File: src/hdl/llc_pkg.sv
`default_nettype none

package llc_pkg;

    localparam int llc_set_bits = 4;
    localparam int llc_sets = 1 << llc_set_bits;
    localparam int llc_tag_bits = 8;
    localparam int llc_addr_bits = llc_tag_bits + llc_set_bits;
    localparam int llc_op_bits = 2;

    // result slots granted downstream after reset
    localparam int llc_credits = 2;
    localparam int llc_credit_bits = 2;
    localparam int llc_result_depth = 2;
    localparam int llc_result_ptr_bits = $clog2(llc_result_depth);

    // tag in the upper bits, set in the lower bits
    typedef logic [llc_addr_bits-1:0] line_addr_t;
    typedef logic [llc_set_bits-1:0] llc_set_t;
    typedef logic [llc_tag_bits-1:0] llc_tag_t;

    typedef enum logic [llc_op_bits-1:0] {
        op_lookup = 2'd0,
        op_fill   = 2'd1,
        op_inval  = 2'd2
    } llc_op_e;

    typedef enum logic [llc_op_bits-1:0] {
        res_hit  = 2'd0,
        res_miss = 2'd1,
        res_fill = 2'd2
    } llc_res_e;

endpackage

`default_nettype wire
File: src/hdl/llc_stage_if.sv
`timescale 1ns/1ps
`default_nettype none

interface llc_stage_if;
    import llc_pkg::*;

    logic valid;
    // llc_op_e on the lookup link, llc_res_e on the result link
    logic [llc_op_bits-1:0] op;
    llc_tag_t tag;
    llc_set_t set;

    modport src (
        output valid, op, tag, set
    );

    modport dst (
        input valid, op, tag, set
    );

endinterface

`default_nettype wire

File: src/hdl/llc_front.sv
`timescale 1ns/1ps
`default_nettype none

module llc_front (
    input  wire logic                clk,
    input  wire logic                rst,
    input  wire logic                rst_valid,
    output logic                     rst_ready,
    input  wire logic                rsp_valid,
    output logic                     rsp_ready,
    input  wire llc_pkg::line_addr_t rsp_addr,
    input  wire logic                req_valid,
    output logic                     req_ready,
    input  wire llc_pkg::line_addr_t req_addr,
    output logic                     result_valid,
    output llc_pkg::llc_res_e        result_kind,
    output llc_pkg::llc_tag_t        result_tag,
    output llc_pkg::llc_set_t        result_set,
    input  wire logic                credit_return
);
    import llc_pkg::*;

    logic slot_free, issue;
    logic walk_active, start_walk, step_walk;
    logic req_stall, stalled_valid, replay;
    llc_set_t walk_set, stalled_set;
    llc_tag_t stalled_tag;

    llc_stage_if lookup_link ();
    llc_stage_if result_link ();

    llc_input_decoder llc_input_decoder_i (
        .clk(clk), .rst(rst),
        .rst_valid(rst_valid), .rsp_valid(rsp_valid), .req_valid(req_valid),
        .rsp_addr(rsp_addr), .req_addr(req_addr), .slot_free(slot_free),
        .walk_active(walk_active), .walk_set(walk_set), .req_stall(req_stall),
        .stalled_valid(stalled_valid), .stalled_tag(stalled_tag), .stalled_set(stalled_set),
        .rst_ready(rst_ready), .rsp_ready(rsp_ready), .req_ready(req_ready),
        .start_walk(start_walk), .step_walk(step_walk), .replay(replay), .issue(issue),
        .lookup(lookup_link.src)
    );

    llc_stall_regs llc_stall_regs_i (
        .clk(clk), .rst(rst),
        .start_walk(start_walk), .step_walk(step_walk), .replay(replay),
        .miss_in(result_link.dst),
        .walk_active(walk_active), .walk_set(walk_set), .req_stall(req_stall),
        .stalled_valid(stalled_valid), .stalled_tag(stalled_tag), .stalled_set(stalled_set)
    );

    llc_tag_stage llc_tag_stage_i (
        .clk(clk), .rst(rst),
        .lookup(lookup_link.dst), .result(result_link.src)
    );

    llc_result_stage llc_result_stage_i (
        .clk(clk), .rst(rst),
        .issue(issue), .credit_return(credit_return), .result(result_link.dst),
        .slot_free(slot_free), .result_valid(result_valid), .result_kind(result_kind),
        .result_tag(result_tag), .result_set(result_set)
    );

endmodule

`default_nettype wire

File: src/hdl/llc_result_stage.sv
`timescale 1ns/1ps
`default_nettype none

module llc_result_stage (
    input  wire logic         clk,
    input  wire logic         rst,
    input  wire logic         issue,
    input  wire logic         credit_return,
    llc_stage_if.dst          result,
    output logic              slot_free,
    output logic              result_valid,
    output llc_pkg::llc_res_e result_kind,
    output llc_pkg::llc_tag_t result_tag,
    output llc_pkg::llc_set_t result_set
);
    import llc_pkg::*;

    llc_res_e kind_q [llc_result_depth];
    llc_tag_t tag_q [llc_result_depth];
    llc_set_t set_q [llc_result_depth];
    logic [llc_result_ptr_bits-1:0] wr_ptr, rd_ptr;
    logic [llc_result_ptr_bits:0] count, pending;
    logic [llc_credit_bits-1:0] credits;
    logic [2:0] used;
    logic send;

    assign send = count != '0 && credits != '0;
    assign used = 3'(pending) + 3'(count);
    // reservations and held results against queue room and credits
    assign slot_free = used < 3'(llc_result_depth) && used < 3'(credits);

    always_ff @(posedge clk or negedge rst) begin
        if (!rst) begin
            wr_ptr <= '0;
            rd_ptr <= '0;
            count <= '0;
            pending <= '0;
            credits <= llc_credit_bits'(llc_credits);
        end else begin
            if (result.valid) begin
                wr_ptr <= wr_ptr + 1'b1;
            end
            if (send) begin
                rd_ptr <= rd_ptr + 1'b1;
            end
            count <= count + (llc_result_ptr_bits+1)'(result.valid) -
                     (llc_result_ptr_bits+1)'(send);
            pending <= pending + (llc_result_ptr_bits+1)'(issue) -
                       (llc_result_ptr_bits+1)'(result.valid);
            credits <= credits + llc_credit_bits'(credit_return) - llc_credit_bits'(send);
        end
    end

    always_ff @(posedge clk) begin
        if (result.valid) begin
            kind_q[wr_ptr] <= llc_res_e'(result.op);
            tag_q[wr_ptr] <= result.tag;
            set_q[wr_ptr] <= result.set;
        end
    end

    assign result_valid = send;
    assign result_kind = kind_q[rd_ptr];
    assign result_tag = tag_q[rd_ptr];
    assign result_set = set_q[rd_ptr];

endmodule

`default_nettype wire

File: src/hdl/llc_tag_stage.sv
`timescale 1ns/1ps
`default_nettype none

module llc_tag_stage (
    input  wire logic clk,
    input  wire logic rst,
    llc_stage_if.dst  lookup,
    llc_stage_if.src  result
);
    import llc_pkg::*;

    llc_tag_t tags [llc_sets];
    logic [llc_sets-1:0] valid_bits;
    logic hit;
    llc_res_e kind;

    assign hit = valid_bits[lookup.set] && tags[lookup.set] == lookup.tag;

    always_comb begin
        case (llc_op_e'(lookup.op))
            op_fill:   kind = res_fill;
            op_lookup: kind = hit ? res_hit : res_miss;
            default:   kind = res_miss;
        endcase
    end

    always_ff @(posedge clk or negedge rst) begin
        if (!rst) begin
            valid_bits <= '0;
        end else if (lookup.valid) begin
            if (lookup.op == op_fill) begin
                valid_bits[lookup.set] <= 1'b1;
            end else if (lookup.op == op_inval) begin
                valid_bits[lookup.set] <= 1'b0;
            end
        end
    end

    always_ff @(posedge clk) begin
        if (lookup.valid && lookup.op == op_fill) begin
            tags[lookup.set] <= lookup.tag;
        end
    end

    // invalidations leave no result
    always_ff @(posedge clk or negedge rst) begin
        if (!rst) begin
            result.valid <= 1'b0;
        end else begin
            result.valid <= lookup.valid && lookup.op != op_inval;
        end
    end

    always_ff @(posedge clk) begin
        result.op <= kind;
        result.tag <= lookup.tag;
        result.set <= lookup.set;
    end

endmodule

`default_nettype wire

File: src/hdl/llc_stall_regs.sv
`timescale 1ns/1ps
`default_nettype none

module llc_stall_regs (
    input  wire logic         clk,
    input  wire logic         rst,
    input  wire logic         start_walk,
    input  wire logic         step_walk,
    input  wire logic         replay,
    llc_stage_if.dst          miss_in,
    output logic              walk_active,
    output llc_pkg::llc_set_t walk_set,
    output logic              req_stall,
    output logic              stalled_valid,
    output llc_pkg::llc_tag_t stalled_tag,
    output llc_pkg::llc_set_t stalled_set
);
    import llc_pkg::*;

    logic is_miss;
    logic fill_match;

    assign is_miss = miss_in.valid && miss_in.op == res_miss;
    assign fill_match = miss_in.valid && miss_in.op == res_fill && req_stall &&
                        miss_in.tag == stalled_tag && miss_in.set == stalled_set;

    always_ff @(posedge clk or negedge rst) begin
        if (!rst) begin
            walk_active <= 1'b0;
            walk_set <= '0;
            req_stall <= 1'b0;
            stalled_valid <= 1'b0;
        end else begin
            if (start_walk) begin
                walk_active <= 1'b1;
                walk_set <= '0;
            end else if (step_walk) begin
                walk_set <= walk_set + 1'b1;
                // last set done
                if (walk_set == llc_set_t'(llc_sets - 1)) begin
                    walk_active <= 1'b0;
                end
            end
            if (is_miss) begin
                req_stall <= 1'b1;
            end else if (fill_match) begin
                req_stall <= 1'b0;
                stalled_valid <= 1'b1;
            end
            if (replay) begin
                stalled_valid <= 1'b0;
            end
        end
    end

    always_ff @(posedge clk) begin
        if (is_miss) begin
            stalled_tag <= miss_in.tag;
            stalled_set <= miss_in.set;
        end
    end

endmodule

`default_nettype wire

File: src/hdl/llc_input_decoder.sv
`timescale 1ns/1ps
`default_nettype none

module llc_input_decoder (
    input  wire logic               clk,
    input  wire logic               rst,
    input  wire logic               rst_valid,
    input  wire logic               rsp_valid,
    input  wire logic               req_valid,
    input  wire llc_pkg::line_addr_t rsp_addr,
    input  wire llc_pkg::line_addr_t req_addr,
    input  wire logic               slot_free,
    input  wire logic               walk_active,
    input  wire llc_pkg::llc_set_t  walk_set,
    input  wire logic               req_stall,
    input  wire logic               stalled_valid,
    input  wire llc_pkg::llc_tag_t  stalled_tag,
    input  wire llc_pkg::llc_set_t  stalled_set,
    output logic                    rst_ready,
    output logic                    rsp_ready,
    output logic                    req_ready,
    output logic                    start_walk,
    output logic                    step_walk,
    output logic                    replay,
    output logic                    issue,
    llc_stage_if.src                lookup
);
    import llc_pkg::*;

    logic any_ready;
    logic look_busy;
    logic lookup_tail;
    logic grant_rst, grant_rsp, grant_req, replay_go;
    logic rsp_xfer, req_xfer;
    line_addr_t sel_addr;

    assign any_ready = rst_ready | rsp_ready | req_ready;
    assign rsp_xfer = rsp_valid & rsp_ready;
    assign req_xfer = req_valid & req_ready;

    // lookup in the tag stage or on the result link
    assign look_busy = (lookup.valid && lookup.op == op_lookup) | lookup_tail;

    // one grant at a time, nothing while a ready is out
    always_comb begin
        grant_rst = 1'b0;
        grant_rsp = 1'b0;
        grant_req = 1'b0;
        replay_go = 1'b0;
        if (walk_active || any_ready) begin
            grant_rst = 1'b0;
        end else if (rst_valid && !req_stall) begin
            grant_rst = 1'b1;
        end else if (rsp_valid && slot_free) begin
            grant_rsp = 1'b1;
        end else if (stalled_valid && !req_stall && slot_free && !look_busy) begin
            replay_go = 1'b1;
        end else if (req_valid && !req_stall && !stalled_valid && slot_free && !look_busy) begin
            grant_req = 1'b1;
        end
    end

    assign issue = grant_rsp | grant_req | replay_go;
    assign replay = replay_go;
    assign start_walk = rst_valid & rst_ready;
    assign step_walk = walk_active;

    always_ff @(posedge clk or negedge rst) begin
        if (!rst) begin
            rst_ready <= 1'b0;
            rsp_ready <= 1'b0;
            req_ready <= 1'b0;
            lookup.valid <= 1'b0;
            lookup_tail <= 1'b0;
        end else begin
            rst_ready <= grant_rst;
            rsp_ready <= grant_rsp;
            req_ready <= grant_req;
            lookup.valid <= walk_active | rsp_xfer | req_xfer | replay_go;
            lookup_tail <= lookup.valid && lookup.op == op_lookup;
        end
    end

    assign sel_addr = req_xfer ? req_addr : rsp_addr;

    always_ff @(posedge clk) begin
        if (walk_active) begin
            lookup.op <= op_inval;
            lookup.tag <= '0;
            lookup.set <= walk_set;
        end else if (replay_go) begin
            lookup.op <= op_lookup;
            lookup.tag <= stalled_tag;
            lookup.set <= stalled_set;
        end else begin
            lookup.op <= rsp_xfer ? op_fill : op_lookup;
            lookup.tag <= sel_addr[llc_addr_bits-1 -: llc_tag_bits];
            lookup.set <= sel_addr[llc_set_bits-1:0];
        end
    end

endmodule

`default_nettype wire

File: config.mk
export PLATFORM = sky130hd
export DESIGN_NAME = llc_front
export DESIGN_NICKNAME = d
export VERILOG_FILES = /design/src/hdl/llc_pkg.sv /design/src/hdl/llc_stage_if.sv /design/src/hdl/llc_front.sv /design/src/hdl/llc_result_stage.sv /design/src/hdl/llc_tag_stage.sv /design/src/hdl/llc_stall_regs.sv /design/src/hdl/llc_input_decoder.sv
export SDC_FILE = /design/constraint.sdc
export NUM_CORES = 1
export LEC_CHECK = 0
export ABC_AREA = 1
export CAP_MARGIN = 20
export CORE_ASPECT_RATIO = 1.1
export CORE_MARGIN = 3
export CORE_UTILIZATION = 47
export DETAILED_ROUTE_END_ITERATION = 7
export DONT_BUFFER_PORTS = 1
export SYNTH_ARGS = -nofsm -noshare
export SYNTH_HDL_FRONTEND = slang
export SYNTH_SLANG_ARGS = --single-unit
File: constraint.sdc
create_clock -name clk -period 4 [get_ports clk]
set_clock_uncertainty 0.1 [all_clocks]
set_input_delay 0.2 -clock clk [delete_from_list [all_inputs] [get_ports clk]]
set_output_delay 0.2 -clock clk [all_outputs]
set_load 0.01 [all_outputs]
; ---- Yosys cells after proc, flatten, opt, wreduce, memory -nomap -nowiden
; Memory sizes are Yosys's and may differ from the RTL's. A register that Yosys moved wholly into a read port is not among the register bits.
; Index checks and enable logic that the tools add are counted.
[totals]
out_inout_bits = 18
word_cells = 144
register_bits = 77
ram_bits = 156
input_bits = 30
mem_count = 4
[op_classes]
n_reduce_logical = 35
n_bitwise = 14
mux = 42
n_eq_ne = 10
add_sub_neg = 10
magnitude_cmp = 4
[mem_list]
columns = name, words, word_bits, rd, rd_clocked_by_memory_dff, write_ports, line_no
row1 = llc_tag_stage_i.tags, 16, 8, 1, 1, 1, llc_tag_stage.sv:12  ; llc_tag_t tags [llc_sets];
row2 = llc_result_stage_i.tag_q, 2, 8, 1, 0, 1, llc_result_stage.sv:19  ; llc_tag_t tag_q [llc_result_depth];
row3 = llc_result_stage_i.set_q, 2, 4, 1, 0, 1, llc_result_stage.sv:20  ; llc_set_t set_q [llc_result_depth];
row4 = llc_result_stage_i.kind_q, 2, 2, 1, 0, 1, llc_result_stage.sv:18  ; llc_res_e kind_q [llc_result_depth];
[op_table]
columns = cell, n
row1 = $mux W16, 2
row2 = $mux W1, 30
row3 = $logic_and A1 B1 Y1, 21
row4 = $and A16 B16 Y16, 1
row5 = $eq A8 B8 Y1, 2
row6 = $mux W4, 4
row7 = $not A16 Y16, 1
row8 = $or A16 B16 Y16, 1
row9 = $mux W12, 1
row10 = $reduce_bool A2 Y1, 6
row11 = $mux W8, 1
row12 = $or A1 B1 Y1, 8
row13 = $add A2 B1 Y2, 3
row14 = $sub A2 B1 Y2, 3
row15 = $lt A4 B5 Y1 const B, 1
row16 = $add A4 B1 Y4 const B, 1
row17 = $bmux W1 S4, 1
row18 = $demux W1 S4, 1
row19 = $eq A2 B1 Y1 const B, 2
row20 = $eq A2 B2 Y1 const B, 2
row21 = $eq A4 B4 Y1, 1
row22 = $eq A4 B4 Y1 const B, 1
row23 = $ge A4 B1 Y1 const B, 1
row24 = $ne A2 B2 Y1 const B, 2
row25 = other kinds (12), 18

; ---- Depth between registers and ports, before layout
[logic_depth]
depth_word = 14
depth_mapped = 16
mapped_depth_nobuf = 14

; ---- Hierarchy
; A second synthesis with hierarchy kept.
[unflattened]
cells_unflattened = 1030
hier_area_um2 = 10057.1
[modules_own_cells]
columns = module, area_per_inst_um2, seq_area_each_um2, cells_each, n_inst
row1 = llc_tag_stage, 6572.6, 4549.4, 645, 1
row2 = llc_result_stage, 1590.3, 1042.2, 143, 1
row3 = llc_input_decoder, 972.2, 405.4, 131, 1
row4 = llc_stall_regs, 922.1, 535.5, 111, 1

; ---- Worst setup path after synthesis
; Ideal clock, no wire load.
[synth_path]
kind = register -> register
startpoint = register llc_result_stage_i.pending[0]
endpoint = register llc_result_stage_i.pending[1]
path_slack_ns = 1.311
t_required_ns = 3.777
path_stages_with_launch = 10
t_arrival_ns = 2.466
n_path_buf = 0
synth_period_minus_slack_ns = 2.689
setup_ns = 0.123
path_cell_list = dfrtp_1 -> ha_1 -> fa_1 -> ha_1 -> nor3_1 -> nand3_1 -> and3_1 -> or3b_2 -> ha_1 -> xnor2_1
[synth_between]
elab_chain_len = 14
elab_cells_between_ends = 25
classes_between = add/sub (3) / order compare (2) / mux (12) / bitwise (2) / reduce/logical (6)
[synth_lines]
columns = item, line_no
row1 = "start, declared", llc_result_stage.sv:22  ; logic [llc_result_ptr_bits:0] count, pending;
row2 = "start signal, assigned", llc_result_stage.sv:48  ; pending <= pending + (llc_result_ptr_bits+1)'(issue) -
row3 = $add A2 B2 Y3 *, llc_result_stage.sv:28  ; assign used = 3'(pending) + 3'(count);
row4 = $lt A3 B2 Y1, llc_result_stage.sv:30  ; assign slot_free = used < 3'(llc_result_depth) && used < 3'(credits);
row5 = $logic_and A1 B1 Y1 *, llc_result_stage.sv:30
row6 = $logic_and A1 B1 Y1 (2 in series), llc_input_decoder.sv:58  ; end else if (req_valid && !req_stall && !stalled_valid && slot_free && !look_busy) begin
row7 = $mux W1, llc_input_decoder.sv:58
row8 = $mux W1, llc_input_decoder.sv:56  ; end else if (stalled_valid && !req_stall && slot_free && !look_busy) begin
row9 = $mux W1 *, llc_input_decoder.sv:54  ; end else if (rsp_valid && slot_free) begin
row10 = $mux W1 *, llc_input_decoder.sv:52  ; end else if (rst_valid && !req_stall) begin
row11 = $mux W1 *, llc_input_decoder.sv:50  ; if (walk_active || any_ready) begin
row12 = via llc_input_decoder_i.grant_req, llc_input_decoder.sv:33  ; logic grant_rst, grant_rsp, grant_req, replay_go;
row13 = $or A1 B1 Y1 * (2 in series), llc_input_decoder.sv:63  ; assign issue = grant_rsp | grant_req | replay_go;
row14 = $add A2 B1 Y2 *, llc_result_stage.sv:48
row15 = $sub A2 B1 Y2 *, llc_result_stage.sv:48
; The timed path passes the listed nets; every way through them passes the cells marked *.
; A chain may end at the register's enable or synchronous reset.

; ---- Final worst setup path
[layout_path]
startpoint = register llc_result_stage_i.count[0]
endpoint = register llc_input_decoder_i.lookup.set[2]
[layout_between]
elab_chain_len = 11
elab_cells_between_ends = 13
classes_between = add/sub (1) / order compare (2) / mux (6) / reduce/logical (4)
[layout_lines]
columns = item, line_no
row1 = "start, declared", llc_result_stage.sv:22
row2 = "start signal, assigned", llc_result_stage.sv:46  ; count <= count + (llc_result_ptr_bits+1)'(result.valid) -
row3 = $add A2 B2 Y3 *, llc_result_stage.sv:28
row4 = $lt A3 B2 Y1, llc_result_stage.sv:30
row5 = $logic_and A1 B1 Y1 *, llc_result_stage.sv:30
row6 = $logic_and A1 B1 Y1 (2 in series), llc_input_decoder.sv:56
row7 = $mux W1, llc_input_decoder.sv:56
row8 = $mux W1 *, llc_input_decoder.sv:54
row9 = $mux W1 *, llc_input_decoder.sv:52
row10 = $mux W1 *, llc_input_decoder.sv:50
row11 = $mux W4 *, llc_input_decoder.sv:91  ; end else if (replay_go) begin
row12 = $mux W4 *, llc_input_decoder.sv:87  ; if (walk_active) begin
row13 = "end signal, assigned", llc_input_decoder.sv:90  ; lookup.set <= walk_set;
row14 = "end signal, assigned", llc_input_decoder.sv:94  ; lookup.set <= stalled_set;
row15 = "end signal, assigned", llc_input_decoder.sv:98  ; lookup.set <= sel_addr[llc_set_bits-1:0];
row16 = "end, declared", llc_stage_if.sv:14  ; output valid, op, tag, set
; Every way passes the cells marked *; elsewhere a longest branch is shown, timed or not.

==> reports/metrics.cfg <==
[synth]
syn_area_mm2=0.00971
synth.avg_cell_area_um2=10.4
synth_nets=978
synth_edf_count=168
ys_ff_latch=233
synth_top_area_frac=0.519
ys_seq_area_frac=0.673
synth_most_common_cell=nand2_1
synth.cells.most_frequent=380 x nand2_1, 168 x edfxtp_1, 54 x nor2_1
ys_warn_count=0
synth_flop_cell=edfxtp_1
synth_largest_area_cell=edfxtp_1
syn_inst=935
synth_cell_types=39
async_flop_share=0.159
yosys-top-cells-area=edfxtp_1 52%, nand2_1 15%, dfrtp_1 9.3%

[place]
dp_slack_ps=971
gp_congestion=0.812
portBuffers=0
placed_cells=1180
placed_cell_area_mm2=0.0101
dp_hpwl_mm=13.5

[setup_path]
cp_slowest_stage_delay_ps=580
crit_fanout=13
reg2reg_depth=11
required_ps=4340
crit_slowest_cell=dlygate4sd3_1
startpoint_type=flip-flop
path_buf_inv=1
cp_common_cell=ha_1
crit_family=simple AND/OR/NAND/NOR gates
setup.worst_path.end_class=flip-flop
worst_ep_arrival_time_ps=3570
rr_endpoint=llc_input_decoder_i.lookup.set[2]
crit_chain=ha_1 -> fa_1 -> ha_1 -> nor3_1 -> nand2_1 -> nor2_1 -> nand3_1 -> o21ai_1 -> dlygate4sd3_1 -> o211ai_1 -> o21ai_0
rrSetupSlack_ps=760
reg2reg_from=llc_result_stage_i.count[0]
worst-setup-path-type=flip-flop to flip-flop

[sta]
hold_slack_ps=74.7
finalWorstSetupSlack_ps=765
clock.fmax_mhz=309
post-route-period-util=0.809
hold_viol_final=0
tns_ps=0
rsz0062_at_grt=false
maxSlewHeadroom=0.303
finalCriticalPeriod_ps=3240
drv_slew=0
final-setup-viol-count=0
worst_pin_slew_ps=1040

[die]
dieArea_mm2=0.0224
initial_utilization=0.484
rows=54
die_w_um=143
die_h_um=157
num_io_pins=48
core_mm2=0.0201

[outcome]
status=complete, no violations

[clock_tree]
ctsLongestPathBuffers=3
root_buffer=clkbuf_16
htreeDepth=1
clkSinkCount=233
clk_latency_ps=510
cts_buffers=24
postCtsSetupBuffers=0
clk_pin_slew_ps=60
cts_tree=done

[power_and_ir_drop]
p_total_mw=7.45
leakage_nw=4.62
power.density_mw_per_mm2=668
max-vdd-ir-drop_v=0.000475

[layout]
fin_cells=1253
syn_to_final_growth_pct=14.8
final_area_mm2=0.0111
drive_gt1_frac=0.0789
fin_nets=1027
num_antenna_cells=0
final_util=0.555

[detailed_routing]
routedWlPerCell_um=16.8
post_drt_via_cell_ratio=5.11
drc=0
num_vias=6401
first_iter_violations=363
ant_nets=0
first_pass_iters=5
wl_mm=21.1

[grt]
grt_usage=0.194
overflow=0
antenna_found_initial=0
grt_pass1_vias=6397
grt_max_degree=41
grt_pass1_wl_mm=34.3

[worst_hold_path]
min_path_type=input pin to asynchronous set/reset pin

[run]
maxCapViolations=0

registers in the layout (all words and copies together), names as in the netlist, 2 cells and up, named ones only:
signal / count
llc_tag_stage_i.tags: 128
llc_result_stage_i.tag_q: 16
llc_input_decoder_i.lookup.tag: 8
llc_result_stage_i.set_q: 8
llc_stall_regs_i.stalled_tag: 8
llc_tag_stage_i.result.tag: 8
llc_input_decoder_i.lookup.set: 4
llc_result_stage_i.kind_q: 4
llc_stall_regs_i.stalled_set: 4
llc_stall_regs_i.walk_set: 4
llc_tag_stage_i.result.set: 4
llc_input_decoder_i.lookup.op: 2
llc_result_stage_i.count: 2
llc_result_stage_i.credits: 2
llc_result_stage_i.pending: 2
llc_tag_stage_i.result.op: 2
final cells by class:
| cell class | instances | area (µm²) |
|---|---|---|
| Tap cell | 252 | 315 |
| Multi-Input combinational cell | 620 | 2830 |
| Sequential cell | 233 | 6530 |
| Clock inverter | 10 | 98.8 |
| Clock buffer | 33 | 676 |
| Timing Repair Buffer | 56 | 505 |
| Inverter | 49 | 184 |
| Fill cell | 1737 | 8920 |
placed cells by master (no fill, tap or decap), types with 12 or more instances in the layout:
master         count
nand4_1           16
clkbuf_16         25
nand3_1           35
o21ai_0           32
nand2_1          380
dfxtp_1           27
edfxtp_1         168
dlygate4sd3_1     29
dfrtp_1           36
nor2_1            54
ha_1              12
buf_4             26
nor3_1            24
inv_1             44
worst max path at each step:
stage	from	to	slack, ps	depth (start not counted)
floorplan	llc_result_stage_i.pending[0]	llc_result_stage_i.pending[1]	1310	9
global placement	llc_result_stage_i.count[0]	llc_result_stage_i.pending[1]	1050	10
detailed placement	llc_result_stage_i.count[0]	llc_result_stage_i.pending[1]	970	10
CTS	llc_result_stage_i.count[0]	llc_input_decoder_i.lookup.tag[4]	740	10
global route	llc_result_stage_i.count[0]	llc_input_decoder_i.lookup.tag[1]	470	10
finish	llc_result_stage_i.count[0]	llc_input_decoder_i.lookup.set[2]	760	11
routing by layer:
layer	global-route usage	wire, µm	share of wire
met1	0.265	9500	0.45
met2	0.323	10200	0.48
met3	0.0355	994	0.047
met4	0.0493	391	0.019
met5	0	0	0
kinds of logic (layout without fill, tap and decap cells):
kind of cell | Yosys count | count (layout) | share of synthesized area
compound gates | 67 | 67 | 0.0385
xor+xnor | 16 | 16 | 0.0144
simple gates | 524 | 524 | 0.221
flops | 233 | 233 | 0.673
buf+inv | 82 | 148 | 0.0361
fa+ha+maj | 13 | 13 | 0.0175
power by group:
| group | internal (mW) | switching [mW] | leakage [nW] |
|---|---|---|---|
| clock network | 1.31 | 0.874 | 0.380 |
| logic | 0.648 | 1.32 | 2.02 |
| registers | 3.00 | 0.301 | 2.23 |
what timing repair did:
action | in CTS | in global routing
gates resized for setup | 0 | 0
hold buffers | 30 | 0
setup endpoints to repair | 0 | 0
hold endpoints to repair | 62 | 0
No activity file was read; power rests on OpenSTA's default activity.
